===== config.mk =====
export PLATFORM = sky130hd
export DESIGN_NAME = fp_noncomp_top
export DESIGN_NICKNAME = d
export VERILOG_FILES = /design/src/verilog/fp_noncomp_pkg.sv /design/src/verilog/fp_operand_if.sv /design/src/verilog/fp_cmp_result_if.sv /design/src/verilog/fp_operand_classify.sv /design/src/verilog/fp_sign_class_unit.sv /design/src/verilog/fp_compare_unit.sv /design/src/verilog/fp_result_stage.sv /design/src/verilog/fp_noncomp_top.sv
export SDC_FILE = /design/constraint.sdc
export NUM_CORES = 1
export LEC_CHECK = 0
export ABC_AREA = 1
export BUFFER_PORTS_ARGS = -buffer_cell sky130_fd_sc_hd__clkbuf_2
export CAP_MARGIN = 20
export CORE_ASPECT_RATIO = 1.75
export CORE_MARGIN = 2
export CORE_UTILIZATION = 45
export CTS_BUF_LIST = sky130_fd_sc_hd__clkbuf_2 sky130_fd_sc_hd__clkbuf_4 sky130_fd_sc_hd__clkbuf_8
export CTS_CLUSTER_DIAMETER = 150
export DETAILED_ROUTE_END_ITERATION = 10
export PLACE_DENSITY_LB_ADDON = 0.08
export SLEW_MARGIN = 25
export SYNTH_ARGS = -nofsm -noshare
export SYNTH_HDL_FRONTEND = slang
export SYNTH_SLANG_ARGS = --single-unit

===== constraint.sdc =====
create_clock -name clk_i -period 3.5 [get_ports clk_i]
set_input_delay 0.7 -clock clk_i [delete_from_list [all_inputs] [get_ports clk_i]]
set_output_delay 0.7 -clock clk_i [all_outputs]
set_load 0.01 [all_outputs]

===== src/verilog/fp_noncomp_pkg.sv =====
// FP32 widths, operation encodings and shared types for the non-computational FPU
`default_nettype none

package fp_noncomp_pkg;

  // --------------------------------------------------------------------------
  // Format
  // --------------------------------------------------------------------------
  localparam int unsigned FP_WIDTH   = 32;
  localparam int unsigned EXP_BITS   = 8;
  localparam int unsigned MAN_BITS   = 23;
  localparam int unsigned CLASS_BITS = 10;

  // Canonical quiet NaN, positive sign and MSB of mantissa set
  localparam logic [FP_WIDTH-1:0] CANON_NAN = 32'h7FC0_0000;

  // One operand word
  // Field view for sign handling, raw view for unsigned compare and equality
  typedef union packed {
    struct packed {
      logic                sign;
      logic [EXP_BITS-1:0] exponent;
      logic [MAN_BITS-1:0] mantissa;
    } fld;
    logic [FP_WIDTH-1:0] raw;
  } fp_word_u;

  // --------------------------------------------------------------------------
  // Encodings
  // --------------------------------------------------------------------------
  typedef enum logic [1:0] {
    OP_SGNJ     = 2'd0,
    OP_MINMAX   = 2'd1,
    OP_CMP      = 2'd2,
    OP_CLASSIFY = 2'd3
  } fp_op_e;

  // Sub-operation select, carried in the rounding-mode field
  // RNE: SGNJ / MIN / LE
  // RTZ: SGNJN / MAX / LT
  // RDN: SGNJX / EQ
  // RUP: passthrough
  typedef enum logic [2:0] {
    MODE_RNE = 3'b000,
    MODE_RTZ = 3'b001,
    MODE_RDN = 3'b010,
    MODE_RUP = 3'b011
  } fp_mode_e;

  // RISC-V FCLASS mask, one-hot
  typedef enum logic [CLASS_BITS-1:0] {
    NEGINF     = 10'b00_0000_0001,
    NEGNORM    = 10'b00_0000_0010,
    NEGSUBNORM = 10'b00_0000_0100,
    NEGZERO    = 10'b00_0000_1000,
    POSZERO    = 10'b00_0001_0000,
    POSSUBNORM = 10'b00_0010_0000,
    POSNORM    = 10'b00_0100_0000,
    POSINF     = 10'b00_1000_0000,
    SNAN       = 10'b01_0000_0000,
    QNAN       = 10'b10_0000_0000
  } class_mask_e;

  // Per-operand classification
  typedef struct packed {
    logic is_normal;
    logic is_subnormal;
    logic is_zero;
    logic is_inf;
    logic is_nan;
    logic is_signalling;
    // Operand was correctly NaN-boxed in the wide register
    logic is_boxed;
  } fp_info_t;

endpackage

`default_nettype wire


===== src/verilog/fp_operand_if.sv =====
// Decoded operands and their class info, from the classifier to both operation units
`timescale 1ns/1ns
`default_nettype none

interface fp_operand_if;
  import fp_noncomp_pkg::*;

  fp_word_u op_a;
  fp_word_u op_b;
  fp_info_t info_a;
  fp_info_t info_b;
  // Sub-operation select and inversion modifier
  fp_mode_e mode;
  logic     op_mod;

  // Classifier side
  modport src (output op_a, op_b, info_a, info_b, mode, op_mod);
  // Operation unit side
  modport dst (input op_a, op_b, info_a, info_b, mode, op_mod);

endinterface

`default_nettype wire


===== src/verilog/fp_cmp_result_if.sv =====
// Min/max and comparison results with their NV flags, from compare unit to result stage
`timescale 1ns/1ns
`default_nettype none

interface fp_cmp_result_if;
  import fp_noncomp_pkg::*;

  // Min/max word and its invalid flag
  fp_word_u minmax_res;
  logic     minmax_nv;
  // Boolean compare outcome and its invalid flag
  logic     cmp_bit;
  logic     cmp_nv;

  modport src (output minmax_res, minmax_nv, cmp_bit, cmp_nv);
  modport dst (input minmax_res, minmax_nv, cmp_bit, cmp_nv);

endinterface

`default_nettype wire


===== src/verilog/fp_operand_classify.sv =====
// Classifies both FP32 operands with the NaN-boxing check and drives the operand interface
`timescale 1ns/1ns
`default_nettype none

module fp_operand_classify (
  input  fp_noncomp_pkg::fp_word_u operand_a_i,
  input  fp_noncomp_pkg::fp_word_u operand_b_i,
  // Bit 0 for A, bit 1 for B
  input  logic [1:0]               is_boxed_i,
  input  fp_noncomp_pkg::fp_mode_e mode_i,
  input  logic                     op_mod_i,
  fp_operand_if.src                opnd
);
  import fp_noncomp_pkg::*;

  // --------------------------------------------------------------------------
  // Single-operand decode
  // --------------------------------------------------------------------------
  function automatic fp_info_t classify(input fp_word_u w, input logic boxed);
    fp_info_t info;
    logic     exp_zero;
    logic     exp_ones;
    logic     man_zero;
    exp_zero = (w.fld.exponent == '0);
    exp_ones = (w.fld.exponent == '1);
    man_zero = (w.fld.mantissa == '0);
    info.is_boxed      = boxed;
    info.is_normal     = boxed & ~exp_zero & ~exp_ones;
    info.is_subnormal  = boxed & exp_zero & ~man_zero;
    info.is_zero       = boxed & exp_zero & man_zero;
    info.is_inf        = boxed & exp_ones & man_zero;
    // Unboxed operand reads as a NaN, never a signalling one
    info.is_nan        = ~boxed | (exp_ones & ~man_zero);
    // sNaN has the mantissa MSB clear
    info.is_signalling = boxed & exp_ones & ~man_zero & ~w.fld.mantissa[MAN_BITS-1];
    return info;
  endfunction

  // --------------------------------------------------------------------------
  // Interface drive
  // --------------------------------------------------------------------------
  assign opnd.op_a   = operand_a_i;
  assign opnd.op_b   = operand_b_i;
  assign opnd.info_a = classify(operand_a_i, is_boxed_i[0]);
  assign opnd.info_b = classify(operand_b_i, is_boxed_i[1]);
  // Mode and modifier pass through untouched
  assign opnd.mode   = mode_i;
  assign opnd.op_mod = op_mod_i;

  // Exactly one of the five classes per operand
  // The class mask and both units depend on this
  always_comb begin
    assert ($onehot({opnd.info_a.is_normal, opnd.info_a.is_subnormal, opnd.info_a.is_zero,
                     opnd.info_a.is_inf, opnd.info_a.is_nan}))
      else $error("operand A class bits not one-hot");
    assert ($onehot({opnd.info_b.is_normal, opnd.info_b.is_subnormal, opnd.info_b.is_zero,
                     opnd.info_b.is_inf, opnd.info_b.is_nan}))
      else $error("operand B class bits not one-hot");
  end

endmodule

`default_nettype wire


===== src/verilog/fp_sign_class_unit.sv =====
// Sign injection on operand A and the FCLASS mask of operand A
`timescale 1ns/1ns
`default_nettype none

module fp_sign_class_unit (
  fp_operand_if.dst                     opnd,
  output fp_noncomp_pkg::fp_word_u      sgnj_res_o,
  output fp_noncomp_pkg::class_mask_e   class_mask_o
);
  import fp_noncomp_pkg::*;

  // Internal signs, unboxed operands count as positive
  logic sign_a;
  logic sign_b;

  assign sign_a = opnd.op_a.fld.sign & opnd.info_a.is_boxed;
  assign sign_b = opnd.op_b.fld.sign & opnd.info_b.is_boxed;

  // --------------------------------------------------------------------------
  // Sign injection
  // --------------------------------------------------------------------------
  always_comb begin
    // Start from A, unboxed A becomes the canonical NaN
    sgnj_res_o = opnd.info_a.is_boxed ? opnd.op_a : CANON_NAN;
    case (opnd.mode)
      // SGNJ
      MODE_RNE: sgnj_res_o.fld.sign = sign_b;
      // SGNJN
      MODE_RTZ: sgnj_res_o.fld.sign = ~sign_b;
      // SGNJX
      MODE_RDN: sgnj_res_o.fld.sign = sign_a ^ sign_b;
      // RUP and unused codes pass A raw, no boxing check
      default:  sgnj_res_o = opnd.op_a;
    endcase
  end

  // --------------------------------------------------------------------------
  // Classification
  // --------------------------------------------------------------------------
  always_comb begin
    if (opnd.info_a.is_normal) begin
      class_mask_o = opnd.op_a.fld.sign ? NEGNORM : POSNORM;
    end else if (opnd.info_a.is_subnormal) begin
      class_mask_o = opnd.op_a.fld.sign ? NEGSUBNORM : POSSUBNORM;
    end else if (opnd.info_a.is_zero) begin
      class_mask_o = opnd.op_a.fld.sign ? NEGZERO : POSZERO;
    end else if (opnd.info_a.is_inf) begin
      class_mask_o = opnd.op_a.fld.sign ? NEGINF : POSINF;
    end else if (opnd.info_a.is_signalling) begin
      class_mask_o = SNAN;
    end else begin
      // Quiet NaN, including unboxed A
      class_mask_o = QNAN;
    end
  end

endmodule

`default_nettype wire


===== src/verilog/fp_compare_unit.sv =====
// Operand ordering, min/max and LE/LT/EQ comparisons with their invalid flags
`timescale 1ns/1ns
`default_nettype none

module fp_compare_unit (
  fp_operand_if.dst    opnd,
  fp_cmp_result_if.src cmp
);
  import fp_noncomp_pkg::*;

  // --------------------------------------------------------------------------
  // Ordering
  // --------------------------------------------------------------------------
  logic any_nan;
  logic any_snan;
  logic ops_equal;
  logic a_smaller;
  logic le_bit;
  logic lt_bit;

  assign any_nan   = opnd.info_a.is_nan | opnd.info_b.is_nan;
  assign any_snan  = opnd.info_a.is_signalling | opnd.info_b.is_signalling;
  // +0 and -0 compare equal
  assign ops_equal = (opnd.op_a.raw == opnd.op_b.raw) |
                     (opnd.info_a.is_zero & opnd.info_b.is_zero);
  // Sign-magnitude order from the unsigned compare
  // flipped when a negative operand is involved
  assign a_smaller = (opnd.op_a.raw < opnd.op_b.raw) ^
                     (opnd.op_a.fld.sign | opnd.op_b.fld.sign);
  assign le_bit    = a_smaller | ops_equal;
  assign lt_bit    = a_smaller & ~ops_equal;

  // --------------------------------------------------------------------------
  // Min / max
  // --------------------------------------------------------------------------
  always_comb begin
    if (opnd.info_a.is_nan && opnd.info_b.is_nan) begin
      cmp.minmax_res = CANON_NAN;
    end else if (opnd.info_a.is_nan) begin
      cmp.minmax_res = opnd.op_b;
    end else if (opnd.info_b.is_nan) begin
      cmp.minmax_res = opnd.op_a;
    end else if (opnd.mode == MODE_RTZ) begin
      // MAX
      cmp.minmax_res = a_smaller ? opnd.op_b : opnd.op_a;
    end else begin
      // MIN, also for unused mode codes
      cmp.minmax_res = a_smaller ? opnd.op_a : opnd.op_b;
    end
  end

  // Quiet operation, only sNaN is invalid
  assign cmp.minmax_nv = any_snan;

  // --------------------------------------------------------------------------
  // Comparisons
  // --------------------------------------------------------------------------
  always_comb begin
    cmp.cmp_bit = 1'b0;
    cmp.cmp_nv  = 1'b0;
    if (any_snan) begin
      cmp.cmp_nv = 1'b1;
    end else begin
      case (opnd.mode)
        // LE and LT signal on any NaN
        MODE_RNE: begin
          if (any_nan) cmp.cmp_nv = 1'b1;
          else         cmp.cmp_bit = le_bit ^ opnd.op_mod;
        end
        MODE_RTZ: begin
          if (any_nan) cmp.cmp_nv = 1'b1;
          else         cmp.cmp_bit = lt_bit ^ opnd.op_mod;
        end
        // EQ is quiet, NaN is never equal
        MODE_RDN: cmp.cmp_bit = any_nan ? opnd.op_mod : (ops_equal ^ opnd.op_mod);
        default:  cmp.cmp_bit = 1'b0;
      endcase
    end
  end

  // Min/max never hands out an sNaN, even with sNaN inputs
  always_comb begin
    assert (!((cmp.minmax_res.fld.exponent == '1) && (cmp.minmax_res.fld.mantissa != '0) &&
              !cmp.minmax_res.fld.mantissa[MAN_BITS-1]))
      else $error("min/max result is a signalling NaN");
  end

endmodule

`default_nettype wire


===== src/verilog/fp_result_stage.sv =====
// Result select by operation, extension bit and the single output register with handshake
`timescale 1ns/1ns
`default_nettype none

module fp_result_stage (
  input  logic                                    clk_i,
  input  logic                                    arst_n_i,
  input  fp_noncomp_pkg::fp_op_e                  op_i,
  input  logic                                    op_mod_i,
  input  logic                                    in_valid_i,
  output logic                                    in_ready_o,
  input  fp_noncomp_pkg::fp_word_u                sgnj_res_i,
  input  fp_noncomp_pkg::class_mask_e             class_mask_i,
  fp_cmp_result_if.dst                            cmp,
  input  logic                                    out_ready_i,
  output logic                                    out_valid_o,
  output logic [fp_noncomp_pkg::FP_WIDTH-1:0]     result_o,
  output logic                                    nv_o,
  output logic                                    ext_bit_o,
  output logic [fp_noncomp_pkg::CLASS_BITS-1:0]   class_mask_o,
  output logic                                    is_class_o
);
  import fp_noncomp_pkg::*;

  logic [FP_WIDTH-1:0] result_d;
  logic                nv_d;
  logic                ext_d;
  logic                accept;

  // Output register state
  logic                  valid_q;
  logic [FP_WIDTH-1:0]   result_q;
  logic                  nv_q;
  logic                  ext_q;
  logic [CLASS_BITS-1:0] class_q;
  logic                  is_class_q;

  // --------------------------------------------------------------------------
  // Result select
  // --------------------------------------------------------------------------
  always_comb begin
    case (op_i)
      OP_SGNJ: begin
        result_d = sgnj_res_i;
        nv_d     = 1'b0;
        // op_mod asks for integer sign extension of the result
        ext_d    = op_mod_i ? sgnj_res_i.fld.sign : 1'b1;
      end
      OP_MINMAX: begin
        result_d = cmp.minmax_res;
        nv_d     = cmp.minmax_nv;
        // Float result, kept NaN-boxed
        ext_d    = 1'b1;
      end
      OP_CMP: begin
        result_d = {{(FP_WIDTH-1){1'b0}}, cmp.cmp_bit};
        nv_d     = cmp.cmp_nv;
        ext_d    = 1'b0;
      end
      default: begin
        // Classify
        result_d = {{(FP_WIDTH-CLASS_BITS){1'b0}}, class_mask_i};
        nv_d     = 1'b0;
        ext_d    = 1'b0;
      end
    endcase
  end

  // --------------------------------------------------------------------------
  // Output register
  // --------------------------------------------------------------------------
  // Take new data when empty or when the held item leaves this cycle
  assign in_ready_o = out_ready_i | ~valid_q;
  assign accept     = in_valid_i & in_ready_o;

  always_ff @(posedge clk_i or negedge arst_n_i) begin
    if (!arst_n_i) begin
      valid_q <= 1'b0;
    end else if (in_ready_o) begin
      valid_q <= in_valid_i;
    end
  end

  always_ff @(posedge clk_i or negedge arst_n_i) begin
    if (!arst_n_i) begin
      result_q   <= '0;
      nv_q       <= 1'b0;
      ext_q      <= 1'b0;
      class_q    <= '0;
      is_class_q <= 1'b0;
    end else if (accept) begin
      result_q   <= result_d;
      nv_q       <= nv_d;
      ext_q      <= ext_d;
      class_q    <= class_mask_i;
      is_class_q <= (op_i == OP_CLASSIFY);
    end
  end

  assign out_valid_o  = valid_q;
  assign result_o     = result_q;
  assign nv_o         = nv_q;
  assign ext_bit_o    = ext_q;
  assign class_mask_o = class_q;
  assign is_class_o   = is_class_q;

  // Stalled output holds everything until the consumer takes it
  assert property (@(posedge clk_i) disable iff (!arst_n_i)
    (out_valid_o && !out_ready_i) |=> (out_valid_o && $stable(result_o) && $stable(nv_o) &&
      $stable(ext_bit_o) && $stable(class_mask_o) && $stable(is_class_o)))
    else $error("output changed under back-pressure");

endmodule

`default_nettype wire


===== src/verilog/fp_noncomp_top.sv =====
// Top level of the FP32 non-computational unit, plain ports around classifier, units and output stage
`timescale 1ns/1ns
`default_nettype none

module fp_noncomp_top (
  input  logic                                  clk_i,
  input  logic                                  arst_n_i,
  // Operands and operation
  input  logic [fp_noncomp_pkg::FP_WIDTH-1:0]   operand_a_i,
  input  logic [fp_noncomp_pkg::FP_WIDTH-1:0]   operand_b_i,
  input  logic [1:0]                            is_boxed_i,
  input  logic [1:0]                            op_i,
  input  logic [2:0]                            mode_i,
  input  logic                                  op_mod_i,
  // Input handshake
  input  logic                                  in_valid_i,
  output logic                                  in_ready_o,
  // Results
  output logic [fp_noncomp_pkg::FP_WIDTH-1:0]   result_o,
  output logic                                  nv_o,
  output logic                                  ext_bit_o,
  output logic [fp_noncomp_pkg::CLASS_BITS-1:0] class_mask_o,
  output logic                                  is_class_o,
  // Output handshake
  output logic                                  out_valid_o,
  input  logic                                  out_ready_i
);
  import fp_noncomp_pkg::*;

  // --------------------------------------------------------------------------
  // Internal connections
  // --------------------------------------------------------------------------
  fp_operand_if    opnd_if ();
  fp_cmp_result_if cmp_if ();

  fp_word_u    sgnj_res;
  class_mask_e class_mask;

  // Combinational front end
  fp_operand_classify u_classify (
    .operand_a_i (operand_a_i),
    .operand_b_i (operand_b_i),
    .is_boxed_i  (is_boxed_i),
    .mode_i      (fp_mode_e'(mode_i)),
    .op_mod_i    (op_mod_i),
    .opnd        (opnd_if.src)
  );

  fp_sign_class_unit u_sign_class (
    .opnd         (opnd_if.dst),
    .sgnj_res_o   (sgnj_res),
    .class_mask_o (class_mask)
  );

  fp_compare_unit u_compare (
    .opnd (opnd_if.dst),
    .cmp  (cmp_if.src)
  );

  // Select and register, one cycle of latency
  fp_result_stage u_result (
    .clk_i        (clk_i),
    .arst_n_i     (arst_n_i),
    .op_i         (fp_op_e'(op_i)),
    .op_mod_i     (op_mod_i),
    .in_valid_i   (in_valid_i),
    .in_ready_o   (in_ready_o),
    .sgnj_res_i   (sgnj_res),
    .class_mask_i (class_mask),
    .cmp          (cmp_if.dst),
    .out_ready_i  (out_ready_i),
    .out_valid_o  (out_valid_o),
    .result_o     (result_o),
    .nv_o         (nv_o),
    .ext_bit_o    (ext_bit_o),
    .class_mask_o (class_mask_o),
    .is_class_o   (is_class_o)
  );

endmodule

`default_nettype wire


### Word level (Yosys, flattened, before mapping)

Cells that the tools add are included.

| cells by class | value |
|---|---|
| reductions and logical operators | 9 |
| multiplexer cells | 30 |
| magnitude comparators | 1 |
| bitwise gates (word level) | 45 |
| equal/unequal tests | 8 |

Operators with widths:

| operator | count |
|---|---|
| 2-to-1 mux 32 bit | 6 |
| one-hot mux 32 bit (3 select lines) | 1 |
| 2-to-1 mux 31 bit | 2 |
| 2-to-1 mux 10 bit | 5 |
| zero test 23 bit | 2 |
| equality test 32 bit | 1 |
| < comparator 32 bit | 1 |
| AND 1 bit | 21 |
| equality test 8 bit, second input constant | 2 |
| zero test 8 bit | 2 |
| NOT 1 bit | 11 |
| 2-to-1 mux 1 bit | 8 |
| 2-to-1 mux 8 bit | 1 |
| bitwise OR 1 bit | 8 |
| 2-to-1 mux 7 bit | 1 |
| 2-to-1 mux 6 bit | 1 |
| one-hot mux 1 bit (3 select lines) | 2 |
| 2-to-1 mux 5 bit | 1 |
| bitwise XOR 1 bit | 5 |
| equality test 2 bit, second input constant | 2 |
| one-hot mux 1 bit (2 select lines) | 2 |
| equality test 3 x 1 -> 1 bit, second input constant | 1 |
| equality test 3 x 2 -> 1 bit, second input constant | 1 |
| zero test 3 bit | 1 |
| 5 further kinds | 5 |

| storage, ports and cells | value |
|---|---|
| register bits after elaboration | 46 |
| output and inout port bits | 47 |
| word-level logic and storage cells | 99 |
| bits of input ports | 76 |

### Depth between registers and ports, before layout

| logic depth | value |
|---|---|
| depth in word-level cells | 12 |
| mapped depth | 25 |
| mapped depth without buffers | 23 |

### Cells and area by module

From an unflattened synthesis, not the netlist that was laid out.

| second synthesis, totals | value |
|---|---|
| cell total of the unflattened synthesis | 961 |
| area, all modules | 5,594.1 um^2 |

Modules (own cells, without submodules):

| module | area each (um^2) | cells each | times used |
|---|---|---|---|
| fp_result_stage | 2,422.3 | 344 | 1 |
| fp_compare_unit | 1,778.0 | 340 | 1 |
| fp_operand_classify | 947.2 | 172 | 1 |
| fp_sign_class_unit | 446.7 | 105 | 1 |

### Worst setup path before layout

OpenSTA, ideal clock, no wires.

| timing path | value |
|---|---|
| path kind | in2reg |
| start | input port operand_a_i[31] (netlist name) |
| end | register u_result.result_q[21] (netlist: u_result.result_o[21]) |
| stages on the path | 20 |
| buffers on the path | 2 |
| data required time | 3.383 ns |
| library setup time | 0.117 ns |
| data arrival time | 2.483 ns |
| path slack | 0.900 ns |
| cell sequence | inv_1 -> ha_1 -> inv_2 -> nand4_1 -> nor3_2 -> nand3_1 -> clkinv_1 -> nand2_2 -> nand3_1 -> nand3_2 -> nand3_4 -> nand2_4 -> inv_2 -> buf_6 -> buf_6 -> nand2_1 -> nand3_1 -> nand2_1 -> nand2_1 -> nand2_1 |

| between the ends | value |
|---|---|
| cells in the longest elaborated chain, start to end | 8 |
| elaborated cells between the ends (all ways) | 10 |
| classes of those cells | order compare: 1; mux: 7; bitwise: 2 |

Ends and longest elaborated chain:

| item | RTL line | text |
|---|---|---|
| from (decl) | fp_noncomp_top.sv:9 | `input logic [fp_noncomp_pkg::FP_WIDTH-1:0] operand_a_i,` |
| < comparator 32 bit or bitwise OR 1 bit (tied branches) | fp_compare_unit.sv:28, fp_compare_unit.sv:29 |  |
| bitwise XOR 1 bit (*) | fp_compare_unit.sv:28 | `assign a_smaller = (opnd.op_a.raw < opnd.op_b.raw) ^` |
| 2-to-1 mux 32 bit (on tied branches) | fp_compare_unit.sv:48, fp_compare_unit.sv:45 |  |
| 2-to-1 mux 32 bit (*) | fp_compare_unit.sv:43 | `end else if (opnd.mode == MODE_RTZ) begin` |
| 2-to-1 mux 32 bit (*) | fp_compare_unit.sv:41 | `end else if (opnd.info_b.is_nan) begin` |
| 2-to-1 mux 32 bit (*) | fp_compare_unit.sv:39 | `end else if (opnd.info_a.is_nan) begin` |
| 2-to-1 mux 32 bit (*) | fp_compare_unit.sv:37 | `if (opnd.info_a.is_nan && opnd.info_b.is_nan) begin` |
| one-hot mux 32 bit (3 select lines) (*) | fp_result_stage.sv:42 | `case (op_i)` |
| to (signal assigned) | fp_result_stage.sv:92 | `result_q <= result_d;` |
| to (decl) | fp_result_stage.sv:32 | `logic [FP_WIDTH-1:0] result_q;` |

Mark *: on every way between the ends. The rest lies on a longest branch, timed or not.
A chain may end at the register's enable or synchronous reset.

### Worst setup path after layout

| timing path | value |
|---|---|
| start | input port operand_a_i[31] (netlist name) |
| end | register u_result.result_q[2] (netlist: u_result.result_o[2]) |

| between the ends | value |
|---|---|
| cells in the longest elaborated chain, start to end | 8 |
| elaborated cells between the ends (all ways) | 13 |
| classes of those cells | order compare: 1; mux: 10; bitwise: 2 |

Ends and longest elaborated chain:

| item | RTL line |
|---|---|
| < comparator 32 bit or bitwise OR 1 bit (tied branches) | fp_compare_unit.sv:28, fp_compare_unit.sv:29 |
| bitwise XOR 1 bit | fp_compare_unit.sv:28 |
| 2-to-1 mux 32 bit (on tied branches) | fp_compare_unit.sv:48, fp_compare_unit.sv:45 |
| 2-to-1 mux 32 bit | fp_compare_unit.sv:43 |
| 2-to-1 mux 32 bit | fp_compare_unit.sv:41 |
| 2-to-1 mux 32 bit | fp_compare_unit.sv:39 |
| 2-to-1 mux 32 bit | fp_compare_unit.sv:37 |
| one-hot mux 32 bit (3 select lines) (*) | fp_result_stage.sv:42 |

Marked as above.

==> reports/qor.txt <==
Diodes inserted -> 0
top-count cell post-synth -> nand2_1
Final nets -> 921
Routed WL per cell -> 14.50 µm
final setup fails -> 0
Initial Utilization -> 46.49%
number of flops mapped to enable cells by yosys -> 0
hpwl dp -> 10,800 µm
Flop pwr share -> 37.4%
# IOs -> 123
die height -> 132.2 µm
leak pwr -> 3.163 nW
clock sink count -> 46
Clk pwr share -> 29.9%
measured slew at the worst slew-check pin -> 0.7155 ns
placed cells -> 920
Area growth syn-to-layout -> 21.25%
Synth area leader -> dfrtp_1
RSZ-0062 raised after global routing -> false
post-route ant nets -> 0
final slew viol count -> 0
Commonest cells post-synth -> 277 x nand2_1, 93 x inv_1, 81 x nand3_1
peak supply drop -> 0.2606 mV
post-route design area -> 0.005126 mm²
kind of critical path -> primary input to register
Finished Layout Cells -> 928
clock skew -> 0.01051 ns
slew margin rel. -> 52.30%
final critical-path share of the clock period -> 81.51%
Finished Core Util -> 56.37%
type of origin of the critical path -> primary input
total negative slack -> 0 ns
DP Area -> 0.004989 mm²
number of distinct library cells after synthesis -> 33
overall power -> 1.652 mW
Post-CTS Setup Bufs -> 0
Place WS -> 0.3484 ns
Critical Path RT -> 3.71 ns
post-DR vias/cell -> 5.147
multi-input combinational cell area -> 0.002580 mm²
port bufs -> 122
Post-Route WL -> 13,460 µm
crit path DAT -> 3.06 ns
post-layout minimum cycle time -> 2.853 ns
Setup WS post-layout -> 0.6470 ns
max_cap viols -> 0
total gr overflow -> 0
TritonCTS clock tree -> done
PD cells -> 322.2 mW/mm²
Buf/Inv on CP -> 5
cts-stage hold buffer count -> 0
Resized Gates After CTS -> 0
Logic pwr share -> 32.8%
Net Switching -> 0.5780 mW
Top cell by count, worst path -> nand2_1
CP max stage delay -> 0.34 ns
post-synth top area share -> 27.23%
run status -> completed
Clk pin slew, worst setup/hold paths -> 0.10 ns
# fillers -> 998
CP endpoint kind -> register
endpoints failing hold -> 0
Syn Nets -> 801
first-pass GRT wire length -> 22,010 µm
First DRT Iteration DRCs -> 285
Die Area -> 0.01022 mm²
Int Power -> 1.074 mW
Async SR Flop Fraction -> 100.0%
clock tree buffer depth -> 2
FF+latch count, synth -> 46
layout cells sized above 1 -> 19.93%
row cnt -> 46
Switching Fraction -> 34.99%
critical path's top delay family -> simple AND/OR/NAND/NOR gates
Total GRT Usage -> 26.53%
Die X-Extent -> 77.27 µm
Fmax -> 0.3505 GHz
root buffer cell -> clkbuf_8
Post-Syn Instances -> 687
CP cell instances -> clkbuf_2 > inv_1 > ha_1 > inv_2 > nand4_1 > nor3_2 > nand3_1 > clkinv_1 > nand2_2 > nand2_2 > nand2_2 > nand3_2 > nand3_4 > nand2_4 > buf_4 > nand2_1 > nand3_1 > nand2_1 > nand2_1 > nand2_1
vias in the first global route -> 4,780
gpl congestion -> 0.9519
worst-path fanout max -> 31
TritonCTS buffer count -> 5
Area contributors post-synth -> dfrtp_1 27%, nand2_1 25%, ha_1 11%, nand3_1 9.6%, inv_1 8.3%
critical path's slowest cell -> buf_4
initial antenna violation count -> 0
storage element area -> 0.001151 mm²
drt first pass iters -> 4
hold_ws -> 0.4227 ns
Worst-Skew Late Latency -> 0.32 ns
cell area after synthesis -> 0.004228 mm²
via count -> 4,776
top_reg_cell synth -> dfrtp_1
largest net degree at the start of global routing -> 33
Synth Warn # -> 0
Seq/Total Area, Yosys -> 27.23%
syn avg cell area -> 6.154 µm²
DRC -> 0
core area -> 0.009094 mm²
Hold Crit Class -> primary input to asynchronous set/reset pin
H-tree depth reported by CTS -> 2
per-layer routing:
layer / up-vias / GRT usage [%] / wire length, µm
li1: 2419 / - / -
met1: 2180 / 28.30 / 5245
met2: 153 / 51.45 / 7314
met3: 24 / 3.014 / 601
met4: 0 / 10.62 / 296
met5: - / 0 / 0
area by class of cell:
type | instances | share of cell area [%]
Clock buffer | 5 | 1.342
Clock inverter | 3 | 1.342
Inverter | 103 | 7.542
Multi-Input combinational cell | 516 | 50.33
Sequential cell | 46 | 22.46
Tap cell | 120 | 2.929
Timing Repair Buffer | 135 | 14.06
placed cells by master (no fill, tap or decap), types with 4 or more instances in the layout:
cell type / Yosys / routed
clkbuf_2: 0 / 122
nor3_1: 4 / 4
a31oi_1: 12 / 12
a21oi_1: 13 / 13
dfrtp_1: 46 / 46
inv_1: 93 / 93
nand2_1: 277 / 277
ha_1: 38 / 38
buf_4: 2 / 12
o21ai_0: 18 / 18
inv_2: 7 / 7
clkbuf_8: 0 / 5
nand3_1: 81 / 81
nor2_1: 34 / 34
nand4_1: 19 / 19
registers in the layout, indices dropped and copies added (netlist names):
name	cells
u_result.is_class_o	1
u_result.class_mask_o	10
u_result.out_valid_o	1
u_result.result_o	32
u_result.nv_o	1
u_result.ext_bit_o	1
worst paths after layout:
path,from,to,slack (ns),cells past startpoint
hold / removal,arst_n_i,u_result.class_mask_o[5],0.42,1
setup reg to reg,u_result.out_valid_o,u_result.result_o[7],1.76,10
hold reg to reg,u_result.result_o[8],u_result.result_o[8],0.48,2
min in group clk_i,u_result.result_o[8],u_result.result_o[8],0.48,2
max in group asynchronous,arst_n_i,u_result.class_mask_o[2],2.33,2
setup / recovery,operand_a_i[31],u_result.result_o[2],0.65,20
cells by family (layout without fill, tap and decap cells):
group / Yosys count / in the layout / synth area share, %
AOI/OAI and AO/OA: 52 / 52 / 7.014
buffers and inverters: 125 / 246 / 11.75
DFF: 46 / 46 / 27.23
and+or+nand+nor: 426 / 426 / 42.76
adders and majority gates: 38 / 38 / 11.25
power by group through the flow:
stage	registers (mW)	clock network (mW)	logic, mW
final	0.617	0.493	0.541
after global routing	0.625	0.525	0.609
after CTS	0.618	0.506	0.545
after detailed placement	0.628	0	0.542
after global placement	0.626	0	0.536
after floorplan	0.654	0	0.293
No activity file was read; power rests on OpenSTA's default activity.
